## config.mk

```make
export PLATFORM = sky130hd
export DESIGN_NAME = mmio_top
export DESIGN_NICKNAME = d
export VERILOG_FILES = /design/src/rtl/mmio_pkg.sv /design/src/rtl/action_bridge.sv /design/src/rtl/mmio_resp_merge.sv /design/src/rtl/mmio_top.sv /design/src/rtl/snap_core_regs.sv /design/src/rtl/soft_reset_gen.sv
export SDC_FILE = /design/constraint.sdc
export NUM_CORES = 1
export LEC_CHECK = 0
export ABC_AREA = 1
export BUFFER_PORTS_ARGS = -buffer_cell sky130_fd_sc_hd__buf_2
export CAP_MARGIN = 0
export CELL_PAD_IN_SITES_DETAIL_PLACEMENT = 2
export CELL_PAD_IN_SITES_GLOBAL_PLACEMENT = 2
export CORE_MARGIN = 2
export CORE_UTILIZATION = 32
export CTS_CLUSTER_SIZE = 14
export DETAILED_ROUTE_END_ITERATION = 7
export PLACE_DENSITY_LB_ADDON = 0.1
export SLEW_MARGIN = 25
export SYNTH_ARGS = -nofsm -noshare
export SYNTH_HDL_FRONTEND = slang
export SYNTH_SLANG_ARGS = --single-unit
```

## constraint.sdc

```tcl
create_clock -name clk -period 1.8 [get_ports clk]
set_clock_uncertainty 0.2 [all_clocks]
set_input_delay 0.09 -clock clk [delete_from_list [all_inputs] [get_ports clk]]
set_output_delay 0.09 -clock clk [all_outputs]
set_load 0.005 [all_outputs]
```

## src/rtl/mmio_pkg.sv

```systemverilog
/*
 * Shared definitions of the MMIO register block
 * Address map, core register offsets, ID and capability constants
 * Packed structs for host, local bus, sampled inputs and unit results
 */
package mmio_pkg;

   // ==============================
   // Address map
   // ==============================
   localparam int ACTION_SEL_BIT = 31;   // 1 selects the action space
   localparam int BASE_HI        = 21;
   localparam int BASE_LO        = 8;
   localparam int OFFSET_HI      = 7;
   localparam int OFFSET_LO      = 0;

   localparam logic [BASE_HI-BASE_LO:0] BASE_ID    = 14'h000;
   localparam logic [BASE_HI-BASE_LO:0] BASE_DEBUG = 14'h1A0;
   localparam logic [BASE_HI-BASE_LO:0] BASE_FIR   = 14'h1C0;

   // ==============================
   // Register offsets
   // ==============================
   // ID group
   localparam logic [7:0] OFS_IVR          = 8'h00;   // RO
   localparam logic [7:0] OFS_BDR          = 8'h08;   // RO
   localparam logic [7:0] OFS_SCR          = 8'h10;   // WO, command
   localparam logic [7:0] OFS_SSR          = 8'h18;   // RO, status
   localparam logic [7:0] OFS_CAP          = 8'h30;   // RO

   // Debug group
   localparam logic [7:0] OFS_DBG_CLR      = 8'h00;   // WO, self-clearing
   localparam logic [7:0] OFS_TLX_CMD      = 8'h08;   // RO
   localparam logic [7:0] OFS_TLX_RSP      = 8'h10;   // RO
   localparam logic [7:0] OFS_AXI_CMD      = 8'h40;   // RO
   localparam logic [7:0] OFS_AXI_RSP      = 8'h48;   // RO
   localparam logic [7:0] OFS_BUF_CNT      = 8'h50;   // RO
   localparam logic [7:0] OFS_TLX_IDLE_LIM = 8'h60;   // RW
   localparam logic [7:0] OFS_AXI_IDLE_LIM = 8'h68;   // RW

   // FIR group
   localparam logic [7:0] OFS_FIFO_OVFL    = 8'h00;   // RO
   localparam logic [7:0] OFS_TLX_INTRFC   = 8'h08;   // RO

   // ==============================
   // Constants
   // ==============================
   localparam logic [63:0] IMP_VERSION    = 64'h0000_0002_0001_0003;
   localparam logic [63:0] BUILD_DATE     = 64'h0000_0000_0000_0A1B;

   // Capability word fields
   localparam logic [3:0]  CAP_XFER_SIZE  = 4'd6;
   localparam logic [3:0]  CAP_ALIGNMENT  = 4'd6;
   localparam logic [15:0] CAP_SDRAM_SIZE = 16'd4096;   // In MB
   localparam logic [7:0]  CAP_CARD_TYPE  = 8'h31;

   localparam int SOFT_RESET_CYCLES = 16;

   // ==============================
   // Types
   // ==============================
   typedef struct packed {
      logic        wr;
      logic        rd;
      logic        dw;     // 1 for a 64-bit access
      logic [31:0] addr;
      logic [63:0] din;
   } mmio_req_t;

   typedef struct packed {
      logic [63:0] tlx_cmd;
      logic [63:0] tlx_rsp;
      logic [63:0] axi_cmd;
      logic [63:0] axi_rsp;
      logic [63:0] buf_cnt;
   } debug_cnt_t;

   typedef struct packed {
      logic [63:0] fifo_overflow;
      logic [63:0] tlx_interface;
   } fir_t;

   typedef struct packed {
      logic [63:0] tlx;
      logic [63:0] axi;
   } idle_lim_t;

   typedef struct packed {
      logic        wr;
      logic        rd;
      logic [31:0] addr;
      logic [31:0] din;
   } lcl_req_t;

   typedef struct packed {
      logic        ack;    // Ends a write
      logic        dv;     // Ends a read
      logic        rsp;    // 1 is good
      logic [31:0] dout;
   } lcl_rsp_t;

   typedef struct packed {
      logic        done;
      logic        err;
      logic [63:0] data;
   } reg_result_t;

endpackage

```

## src/rtl/action_bridge.sv

```systemverilog
/*
 * Bridge from host accesses to the action local bus
 * Data lane selection, response capture and read data placement
 */
`timescale 1ns/1ps

module action_bridge
   import mmio_pkg::*;
(
   input  logic        clk,
   input  logic        rst_n,
   input  mmio_req_t   req,
   input  logic        act_req,     // Accepted 32-bit action access
   output lcl_req_t    lcl_req,
   input  lcl_rsp_t    lcl_rsp,
   output reg_result_t res
);

   logic pending;                   // Local access outstanding
   logic hi_q;                      // Address bit 2 of the access

   // ==============================
   // Local request
   // ==============================
   always_ff @(posedge clk or negedge rst_n)
   begin
      if (!rst_n)
      begin
         lcl_req <= '0;
         hi_q    <= 1'b0;
         pending <= 1'b0;
      end
      else
      begin
         lcl_req.wr <= act_req && req.wr;        // One-cycle strobes
         lcl_req.rd <= act_req && req.rd;
         if (act_req)
         begin
            lcl_req.addr <= {1'b0, req.addr[ACTION_SEL_BIT-1:0]};   // Space bit cleared
            lcl_req.din  <= req.addr[2] ? req.din[63:32] : req.din[31:0];
            hi_q         <= req.addr[2];
            pending      <= 1'b1;
         end
         else if (lcl_rsp.ack || lcl_rsp.dv)
            pending <= 1'b0;
      end
   end

   // ==============================
   // Action response
   // ==============================
   always_ff @(posedge clk or negedge rst_n)
   begin
      if (!rst_n)
         res <= '0;
      else
      begin
         res.done <= pending && (lcl_rsp.ack || lcl_rsp.dv);
         res.err  <= pending && (lcl_rsp.ack || lcl_rsp.dv) && !lcl_rsp.rsp;
         if (pending && lcl_rsp.dv)
            res.data <= hi_q ? {lcl_rsp.dout, 32'd0} : {32'd0, lcl_rsp.dout};
         else
            res.data <= 64'd0;   // Writes return no data
      end
   end

   // Action only answers what was sent
   a_rsp_outstanding: assert property (@(posedge clk) disable iff (!rst_n)
      (lcl_rsp.ack || lcl_rsp.dv) |-> pending);

endmodule

```

## src/rtl/mmio_resp_merge.sv

```systemverilog
/*
 * Width check, request steering and host response merge
 */
`timescale 1ns/1ps

module mmio_resp_merge
   import mmio_pkg::*;
(
   input  logic        clk,
   input  logic        rst_n,
   input  mmio_req_t   req,
   output logic        core_req,
   output logic        act_req,
   input  reg_result_t core_res,
   input  reg_result_t act_res,
   output logic [63:0] dout,
   output logic        done,
   output logic        failed
);

   logic access;
   logic act_space;
   logic width_err;

   assign access    = req.wr || req.rd;
   assign act_space = req.addr[ACTION_SEL_BIT];
   // Action wants 32 bits, core wants 64 bits
   assign width_err = access && (act_space == req.dw);
   assign core_req  = access && !act_space && req.dw;
   assign act_req   = access && act_space && !req.dw;

   always_ff @(posedge clk or negedge rst_n)
   begin
      if (!rst_n)
      begin
         done   <= 1'b0;
         failed <= 1'b0;
         dout   <= 64'd0;
      end
      else
      begin
         done   <= (core_res.done && !core_res.err) || (act_res.done && !act_res.err);
         failed <= width_err || (core_res.done && core_res.err)
                             || (act_res.done && act_res.err);
         if (core_res.done)
            dout <= core_res.data;
         else if (act_res.done)
            dout <= act_res.data;
      end
   end

   a_one_outcome: assert property (@(posedge clk) disable iff (!rst_n)
      !(done && failed));

endmodule

```

## src/rtl/mmio_top.sv

```systemverilog
/*
 * Top level of the MMIO register block
 * Width check and response merge, core registers, action bridge
 * and the two soft-reset pulse generators
 */
`timescale 1ns/1ps

module mmio_top
   import mmio_pkg::*;
(
   input  logic        clk,
   input  logic        rst_n,

   // Host side
   input  mmio_req_t   req,
   output logic [63:0] dout,
   output logic        done,
   output logic        failed,

   // Shell debug and FIR
   input  debug_cnt_t  dbg,
   input  fir_t        fir,
   output logic        debug_cnt_clear,
   output idle_lim_t   idle_lim,

   // Soft resets
   output logic        soft_reset_shell,
   output logic        soft_reset_action,

   // Action local bus
   output lcl_req_t    lcl_req,
   input  lcl_rsp_t    lcl_rsp
);

   logic        core_req;            // Accepted core access
   logic        act_req;             // Accepted action access
   reg_result_t core_res;
   reg_result_t act_res;
   logic        soft_reset_req;      // Command bit 0 written

   mmio_resp_merge u_merge (
      .clk      (clk),
      .rst_n    (rst_n),
      .req      (req),
      .core_req (core_req),
      .act_req  (act_req),
      .core_res (core_res),
      .act_res  (act_res),
      .dout     (dout),
      .done     (done),
      .failed   (failed)
   );

   snap_core_regs u_core (
      .clk             (clk),
      .rst_n           (rst_n),
      .req             (req),
      .core_req        (core_req),
      .dbg             (dbg),
      .fir             (fir),
      .res             (core_res),
      .debug_cnt_clear (debug_cnt_clear),
      .idle_lim        (idle_lim),
      .soft_reset_req  (soft_reset_req)
   );

   action_bridge u_action (
      .clk     (clk),
      .rst_n   (rst_n),
      .req     (req),
      .act_req (act_req),
      .lcl_req (lcl_req),
      .lcl_rsp (lcl_rsp),
      .res     (act_res)
   );

   // Same request strobe starts both pulses
   soft_reset_gen u_rst_shell (
      .clk        (clk),
      .rst_n      (rst_n),
      .start      (soft_reset_req),
      .soft_reset (soft_reset_shell)
   );

   soft_reset_gen u_rst_action (
      .clk        (clk),
      .rst_n      (rst_n),
      .start      (soft_reset_req),
      .soft_reset (soft_reset_action)
   );

endmodule

```

## src/rtl/snap_core_regs.sv

```systemverilog
/*
 * Shell core register file
 * ID, debug and FIR groups with write and read decode,
 * sampled counters, status word and decode errors
 */
`timescale 1ns/1ps

module snap_core_regs
   import mmio_pkg::*;
(
   input  logic        clk,
   input  logic        rst_n,
   input  mmio_req_t   req,
   input  logic        core_req,          // Width already checked
   input  debug_cnt_t  dbg,
   input  fir_t        fir,
   output reg_result_t res,
   output logic        debug_cnt_clear,
   output idle_lim_t   idle_lim,
   output logic        soft_reset_req
);

   logic [BASE_HI-BASE_LO:0]     base;
   logic [OFFSET_HI-OFFSET_LO:0] ofs;

   debug_cnt_t  dbg_q;                    // Sampled counters
   fir_t        fir_q;                    // Sampled FIR words
   logic [3:0]  status_q;                 // {fatal, axi_busy, tlx_busy, idle}

   logic [63:0] rd_data;
   logic        rd_ok;
   logic        wr_scr, wr_clr, wr_tlx_lim, wr_axi_lim;
   logic        wr_ok;
   logic        dec_err;

   assign base = req.addr[BASE_HI:BASE_LO];
   assign ofs  = req.addr[OFFSET_HI:OFFSET_LO];

   // ==============================
   // Sampled inputs and status
   // ==============================
   always_ff @(posedge clk or negedge rst_n)
   begin
      if (!rst_n)
      begin
         dbg_q    <= '0;
         fir_q    <= '0;
         status_q <= '0;
      end
      else
      begin
         dbg_q       <= dbg;
         fir_q       <= fir;
         // Status lags the samples by one more cycle
         status_q[0] <= (dbg_q.buf_cnt == 64'd0);              // Idle, buffers empty
         status_q[1] <= (dbg_q.tlx_cmd != dbg_q.tlx_rsp);     // TLX busy
         status_q[2] <= (dbg_q.axi_cmd != dbg_q.axi_rsp);     // AXI busy
         status_q[3] <= |{fir_q.fifo_overflow, fir_q.tlx_interface};   // Fatal
      end
   end

   // ==============================
   // Address decode
   // ==============================
   always_comb
   begin
      rd_data    = '0;
      rd_ok      = 1'b0;
      wr_scr     = 1'b0;
      wr_clr     = 1'b0;
      wr_tlx_lim = 1'b0;
      wr_axi_lim = 1'b0;
      case (base)
         BASE_ID:
            case (ofs)
               OFS_IVR: begin rd_ok = 1'b1; rd_data = IMP_VERSION; end
               OFS_BDR: begin rd_ok = 1'b1; rd_data = BUILD_DATE; end
               OFS_SCR: wr_scr = 1'b1;                    // Write only
               OFS_SSR: begin rd_ok = 1'b1; rd_data = {60'd0, status_q}; end
               OFS_CAP:
               begin
                  rd_ok   = 1'b1;
                  rd_data = {24'd0, CAP_XFER_SIZE, CAP_ALIGNMENT, CAP_SDRAM_SIZE,
                             8'd0, CAP_CARD_TYPE};
               end
               default: ;
            endcase
         BASE_DEBUG:
            case (ofs)
               OFS_DBG_CLR: wr_clr = 1'b1;                // Write only
               OFS_TLX_CMD: begin rd_ok = 1'b1; rd_data = dbg_q.tlx_cmd; end
               OFS_TLX_RSP: begin rd_ok = 1'b1; rd_data = dbg_q.tlx_rsp; end
               OFS_AXI_CMD: begin rd_ok = 1'b1; rd_data = dbg_q.axi_cmd; end
               OFS_AXI_RSP: begin rd_ok = 1'b1; rd_data = dbg_q.axi_rsp; end
               OFS_BUF_CNT: begin rd_ok = 1'b1; rd_data = dbg_q.buf_cnt; end
               OFS_TLX_IDLE_LIM:
               begin
                  rd_ok      = 1'b1;
                  rd_data    = idle_lim.tlx;
                  wr_tlx_lim = 1'b1;
               end
               OFS_AXI_IDLE_LIM:
               begin
                  rd_ok      = 1'b1;
                  rd_data    = idle_lim.axi;
                  wr_axi_lim = 1'b1;
               end
               default: ;
            endcase
         BASE_FIR:
            case (ofs)
               OFS_FIFO_OVFL:  begin rd_ok = 1'b1; rd_data = fir_q.fifo_overflow; end
               OFS_TLX_INTRFC: begin rd_ok = 1'b1; rd_data = fir_q.tlx_interface; end
               default: ;
            endcase
         default: ;                               // Unknown base, nothing hits
      endcase
   end

   assign wr_ok   = wr_scr | wr_clr | wr_tlx_lim | wr_axi_lim;
   // Read-only write, write-only read and unknown addresses all land here
   assign dec_err = req.wr ? !wr_ok : !rd_ok;

   // ==============================
   // Register writes and result
   // ==============================
   always_ff @(posedge clk or negedge rst_n)
   begin
      if (!rst_n)
      begin
         res             <= '0;
         idle_lim        <= '0;
         debug_cnt_clear <= 1'b0;
         soft_reset_req  <= 1'b0;
      end
      else
      begin
         res.done        <= core_req;
         res.err         <= core_req && dec_err;
         res.data        <= (core_req && req.rd) ? rd_data : 64'd0;
         // Self-clearing strobes
         debug_cnt_clear <= core_req && req.wr && wr_clr && req.din[0];
         soft_reset_req  <= core_req && req.wr && wr_scr && req.din[0];
         if (core_req && req.wr && wr_tlx_lim)
            idle_lim.tlx <= req.din;
         if (core_req && req.wr && wr_axi_lim)
            idle_lim.axi <= req.din;
      end
   end

   // Host waits for done, so no new access overlaps a returning result
   a_no_overlap: assert property (@(posedge clk) disable iff (!rst_n)
      core_req |-> !res.done);

endmodule

```

## src/rtl/soft_reset_gen.sv

```systemverilog
/*
 * Fixed-length soft-reset pulse from a command strobe
 */
`timescale 1ns/1ps

module soft_reset_gen
   import mmio_pkg::*;
#(
   parameter int pulse_len = SOFT_RESET_CYCLES
)
(
   input  logic clk,
   input  logic rst_n,
   input  logic start,
   output logic soft_reset
);

   logic [$clog2(pulse_len)-1:0] cnt;   // Cycles spent high

   always_ff @(posedge clk or negedge rst_n)
   begin
      if (!rst_n)
      begin
         soft_reset <= 1'b0;
         cnt        <= '0;
      end
      else if (soft_reset)
      begin
         cnt <= cnt + 1'b1;
         if (cnt == $bits(cnt)'(pulse_len - 1))
         begin
            soft_reset <= 1'b0;          // Pulse_len cycles done
            cnt        <= '0;
         end
      end
      else if (start)
         soft_reset <= 1'b1;             // Start while active is ignored
   end

endmodule

```

==> metrics.txt, run 1 <==
status stopped before the end; Last stage global routing (5_1_grt); Run Error [ERROR GRT-0232] Routing congestion too high. Check the congestion heatmap in the GUI.; area share of the largest cell type after synthesis 62.8%; count leader, synth nand2_1; htree depth 3; number of synthesized flops with an enable pin 0; fraction of registers with async set/reset 100%; Post-CTS Setup Repair Bufs 0; total gr overflow 245; most frequent cells after synthesis nand2_1 (941), dfrtp_1 (856), nand3_1 (488); Detail Placement HPWL 140000 µm; Final GP Congestion 0.915; cts bufs inserted 98; cell taking the most area after synthesis dfrtp_1; syn nets 4192; Synth cell types 35; Initial Util 32.3%; port bufs 845; io pins 847; CTS Buffer Depth 3; Synth Register Bits 856; Main synth FF type dfrtp_1; Syn. warnings 0; worst slack, placed -0.521 ns; mean area per synthesized cell 9.46 µm²; CTS Sinks 856; Root Driver clkbuf_16; largest net degree at the start of global routing 97; Area contributors post-synth dfrtp_1 (63%), nand2_1 (10%), nand3_1 (7.2%); initial antenna violation count 161; post-synthesis cell count 3606; Die Height 330 µm; Die W 330 µm; sequential share of the synthesized area 62.8%; GRT worst endpoint u_core.status_q[1]$_DFF_PN0_/D; worst_ep kind register data pin; GRT Overall Usage 72.9%; Cell Area, Synth 0.0341 mm²; std cell rows 119
## cell families after synthesis
family | after synthesis | share of synthesized area, %
buf+inv | 408 | 5.00
xor+xnor | 123 | 3.16
compound gates | 348 | 5.76
flops | 856 | 62.8
other cells | 1 | 0.0110
fa+ha+maj | 2 | 0.0734
simple gates | 1868 | 23.2
## per-layer routing
| metal | GRT overflow | GRT usage [%] |
|---|---|---|
| met3 | 0 | 54.5 |
| met4 | 113 | 78.1 |
| met2 | 132 | 93.3 |
| met1 | 0 | 70.6 |
| met5 | 0 | 16.0 |
## timing repair
action                                  in CTS
gates cloned                                 0
hold endpoints to repair                  1633
resized for setup                            4
endpoints found under the setup margin       3
hold buffers                              1099
## per-stage QoR
stage	instance area, µm²	TNS (ns)	hold slack, ns	util [%]	cells
floorplan	34100	0	-0.406	-	3606
global placement	41900	-43.05	-0.229	39.7	5871
detailed placement	41900	-49.83	-0.226	39.7	5871
CTS	56200	0	0.000440	53.2	7147
==> inputs of run 2 (changes only) <==
--- a/config.mk
+++ b/config.mk
@@ -8,13 +8,10 @@
 export ABC_AREA = 1
 export BUFFER_PORTS_ARGS = -buffer_cell sky130_fd_sc_hd__buf_2
 export CAP_MARGIN = 0
-export CELL_PAD_IN_SITES_DETAIL_PLACEMENT = 2
-export CELL_PAD_IN_SITES_GLOBAL_PLACEMENT = 2
-export CORE_MARGIN = 2
-export CORE_UTILIZATION = 32
-export CTS_CLUSTER_SIZE = 14
+export CORE_AREA = 2 2 332 334
 export DETAILED_ROUTE_END_ITERATION = 7
-export PLACE_DENSITY_LB_ADDON = 0.1
+export DIE_AREA = 0 0 334 336
+export PLACE_DENSITY_LB_ADDON = 0.15
 export SLEW_MARGIN = 25
 export SYNTH_ARGS = -nofsm -noshare
 export SYNTH_HDL_FRONTEND = slang
==> metrics.txt, run 2 <==
status finished with violations; failing checks negative hold slack; post-synthesis cell count 3606; first-pass iteration count of the detailed router 5; cell taking the most area after synthesis dfrtp_1; Core Box Area 0.108 mm²; Detail Placement HPWL 125000 µm; Fillers 9855; CTS Buffer Depth 3; highest-count cells in the layout ignoring fill and taps dlygate4sd3_1 (1090), nand2_1 (935), dfrtp_1 (854), buf_2 (844), nand3_1 (485); Final GP Congestion 0.948; Clock transition at path regs 0.06 ns; number of remaining DRC errors 0; number of synthesized flops with an enable pin 0; fraction of registers with async set/reset 100%; cts bufs inserted 96; wire per inst 23.4 µm; Area contributors post-synth dfrtp_1 (63%), nand2_1 (10%), nand3_1 (7.2%); largest registers u_core.dbg_q x320, u_core.fir_q x128, u_core.idle_lim x128; Main synth FF type dfrtp_1; pwr dens 823 mW/mm²; io pins 847; min-delay src req[78]; final setup TNS 0 ns; final hold violations 1; fin crit share 99.0%; area share of the largest cell type after synthesis 62.8%; Finished Cell Area 0.0568 mm²; tightest hold margin -0.00210 ns; Die Height 336 µm; die footprint 0.112 mm²; total gr overflow 0; Reg2Reg Setup Slack 0.03 ns; Critical Path Fanout Max 20; Clk Latency, worst-skew pair 0.69 ns; syn nets 4192; hold depth 8; Routed WL 169000 µm; Synth Register Bits 856; CP endpoint kind flop; FMAX 0.561 GHz; min Tclk post-route 1.78 ns; Reg-to-Reg Start u_core.dbg_q[58]; CP Class in2reg; initial antenna violation count 39; Layout area overhead 66.4%; Syn. warnings 0; Hold Path End u_core.debug_cnt_clear; std cell rows 121; detailed-route via count 34900; MaxCap Viol Count 0; Worst VDD drop 0.768 mV; dpl cell area 0.0420 mm²; via/cell ratio 4.83; nets@finish 6285; max-slew violations 0; Initial Util 31.5%; leakage power 28.0 nW; max reg flops 320; final-report setup violation count 0; HP Class in2reg; mean area per synthesized cell 9.46 µm²; final core utilization 52.4%; CTS tree done; Cell Area, Synth 0.0341 mm²; DR iter-0 viols 2658; most flop-heavy register u_core.dbg_q; GRT Overall Usage 29.4%; CTS Sinks 856; number of global-route vias before repair 36000; worst reg2reg path depth 5; Root Driver clkbuf_16; htree depth 3; Synth cell types 35; count leader, synth nand2_1; crit path DAT 2.20 ns; Die W 334 µm; global-route wire length before repair 240000 µm; worst slew pin tran 0.715 ns; ratio of cells with drive above 1 in the final layout 23.2%; port bufs 845; Setup crit start kind primary input; FF-to-FF End u_core.status_q[0]; Rel. slew slack 52.3%; most frequent cells after synthesis nand2_1 (941), dfrtp_1 (856), nand3_1 (488); Data required, critical path 2.22 ns; Post-DRT Antenna Nets 0; sequential share of the synthesized area 62.8%; most common cell after layout, fill and taps aside dlygate4sd3_1; largest net degree at the start of global routing 110
[run 2: cell counts after synthesis]
Identical to the previous run, type by type.
[run 2: worst max-delay path, cell delays in order]
cell and delay [ns]:
buf_2 0.12, dlygate4sd3_1 0.57, inv_1 0.06, nor2_2 0.17, nand2_4 0.18, inv_2 0.12
buf_12 0.16, nand2_1 0.06, dlygate4sd3_1 0.57, nand2_1 0.06
[run 2: cell type report]
type,instances,area [µm²],area share (%)
diodes,43,108,0.190
clock buffers,138,2830,4.99
clock inverters,36,472,0.831
inverters,205,774,1.36
multi-input cells,2342,11300,19.9
flip-flops and latches,856,21400,37.7
well taps,1414,1770,3.12
repair buffers,2198,18100,31.9
[run 2: kinds of logic after synthesis]
kind of cell             after synthesis  share of synthesized area (%)
other                                  1                         0.0110
AND/OR/NAND/NOR                     1868                           23.2
adder cells (fa/ha/maj)                2                         0.0734
buffers and inverters                408                           5.00
AO/OA/AOI/OAI                        348                           5.76
flip-flops                           856                           62.8
XOR/XNOR                             123                           3.16
[run 2: worst max-delay path by stage]
stage                           startpoint                   end  slack, ns  cells past startpoint
after floorplan                    req[83]   u_core.idle_lim[71]       0.27                     10
after global placement             req[70]        u_core.res[27]      -0.52                     14
after detailed placement           req[70]        u_core.res[46]      -0.53                     14
after CTS                 u_core.dbg_q[50]    u_core.status_q[0]      -0.03                      5
final                              req[95]  u_action.lcl_req[42]       0.02                     10
after global routing               req[83]        u_core.res[64]      -0.02                     13
[run 2: power by group]
| part | switching (mW) | internal (mW) | total [mW] | leakage, nW |
|---|---|---|---|---|
| logic | 2.36 | 2.90 | 5.26 | 15.6 |
| registers | 0.665 | 20.1 | 20.7 | 10.8 |
| clock network | 8.48 | 12.2 | 20.7 | 1.63 |
| total | 11.5 | 35.2 | 46.7 | 28.0 |
[run 2: per-stage QoR]
stage | setup WS [ns] | hold WS, ns | power (mW) | cells
after global placement | -0.520 | -0.231 | 24.3 | 5909
after floorplan | 0.272 | -0.406 | 21.8 | 3606
after detailed placement | -0.531 | -0.235 | 24.3 | 5909
final | 0.0172 | -0.00210 | 46.7 | 7232
after CTS | -0.0265 | -0.0741 | 46.8 | 7173
after global routing | -0.0209 | 0.0104 | 48.2 | 7218
[run 2: metal layers]
| layer | vias up | GRT usage (%) | share of wire (%) |
|---|---|---|---|
| met2 | 1454 | 47.6 | 47 |
| li1 | 15900 | - | - |
| met4 | 12 | 11.3 | 4.1 |
| met5 | - | 0 | 0.037 |
| met1 | 17100 | 38.8 | 43 |
| met3 | 368 | 5.79 | 6.4 |
[run 2: what timing repair did]
action,in CTS,in global routing
gates resized for setup,7,40
gates cloned,0,5
hold buffers,1090,3
pin swaps,2,10
hold endpoints to repair,1633,3
setup buffers,0,10
endpoints found under the setup margin,4,81
Note: power is estimated with default switching activity, not from simulation.
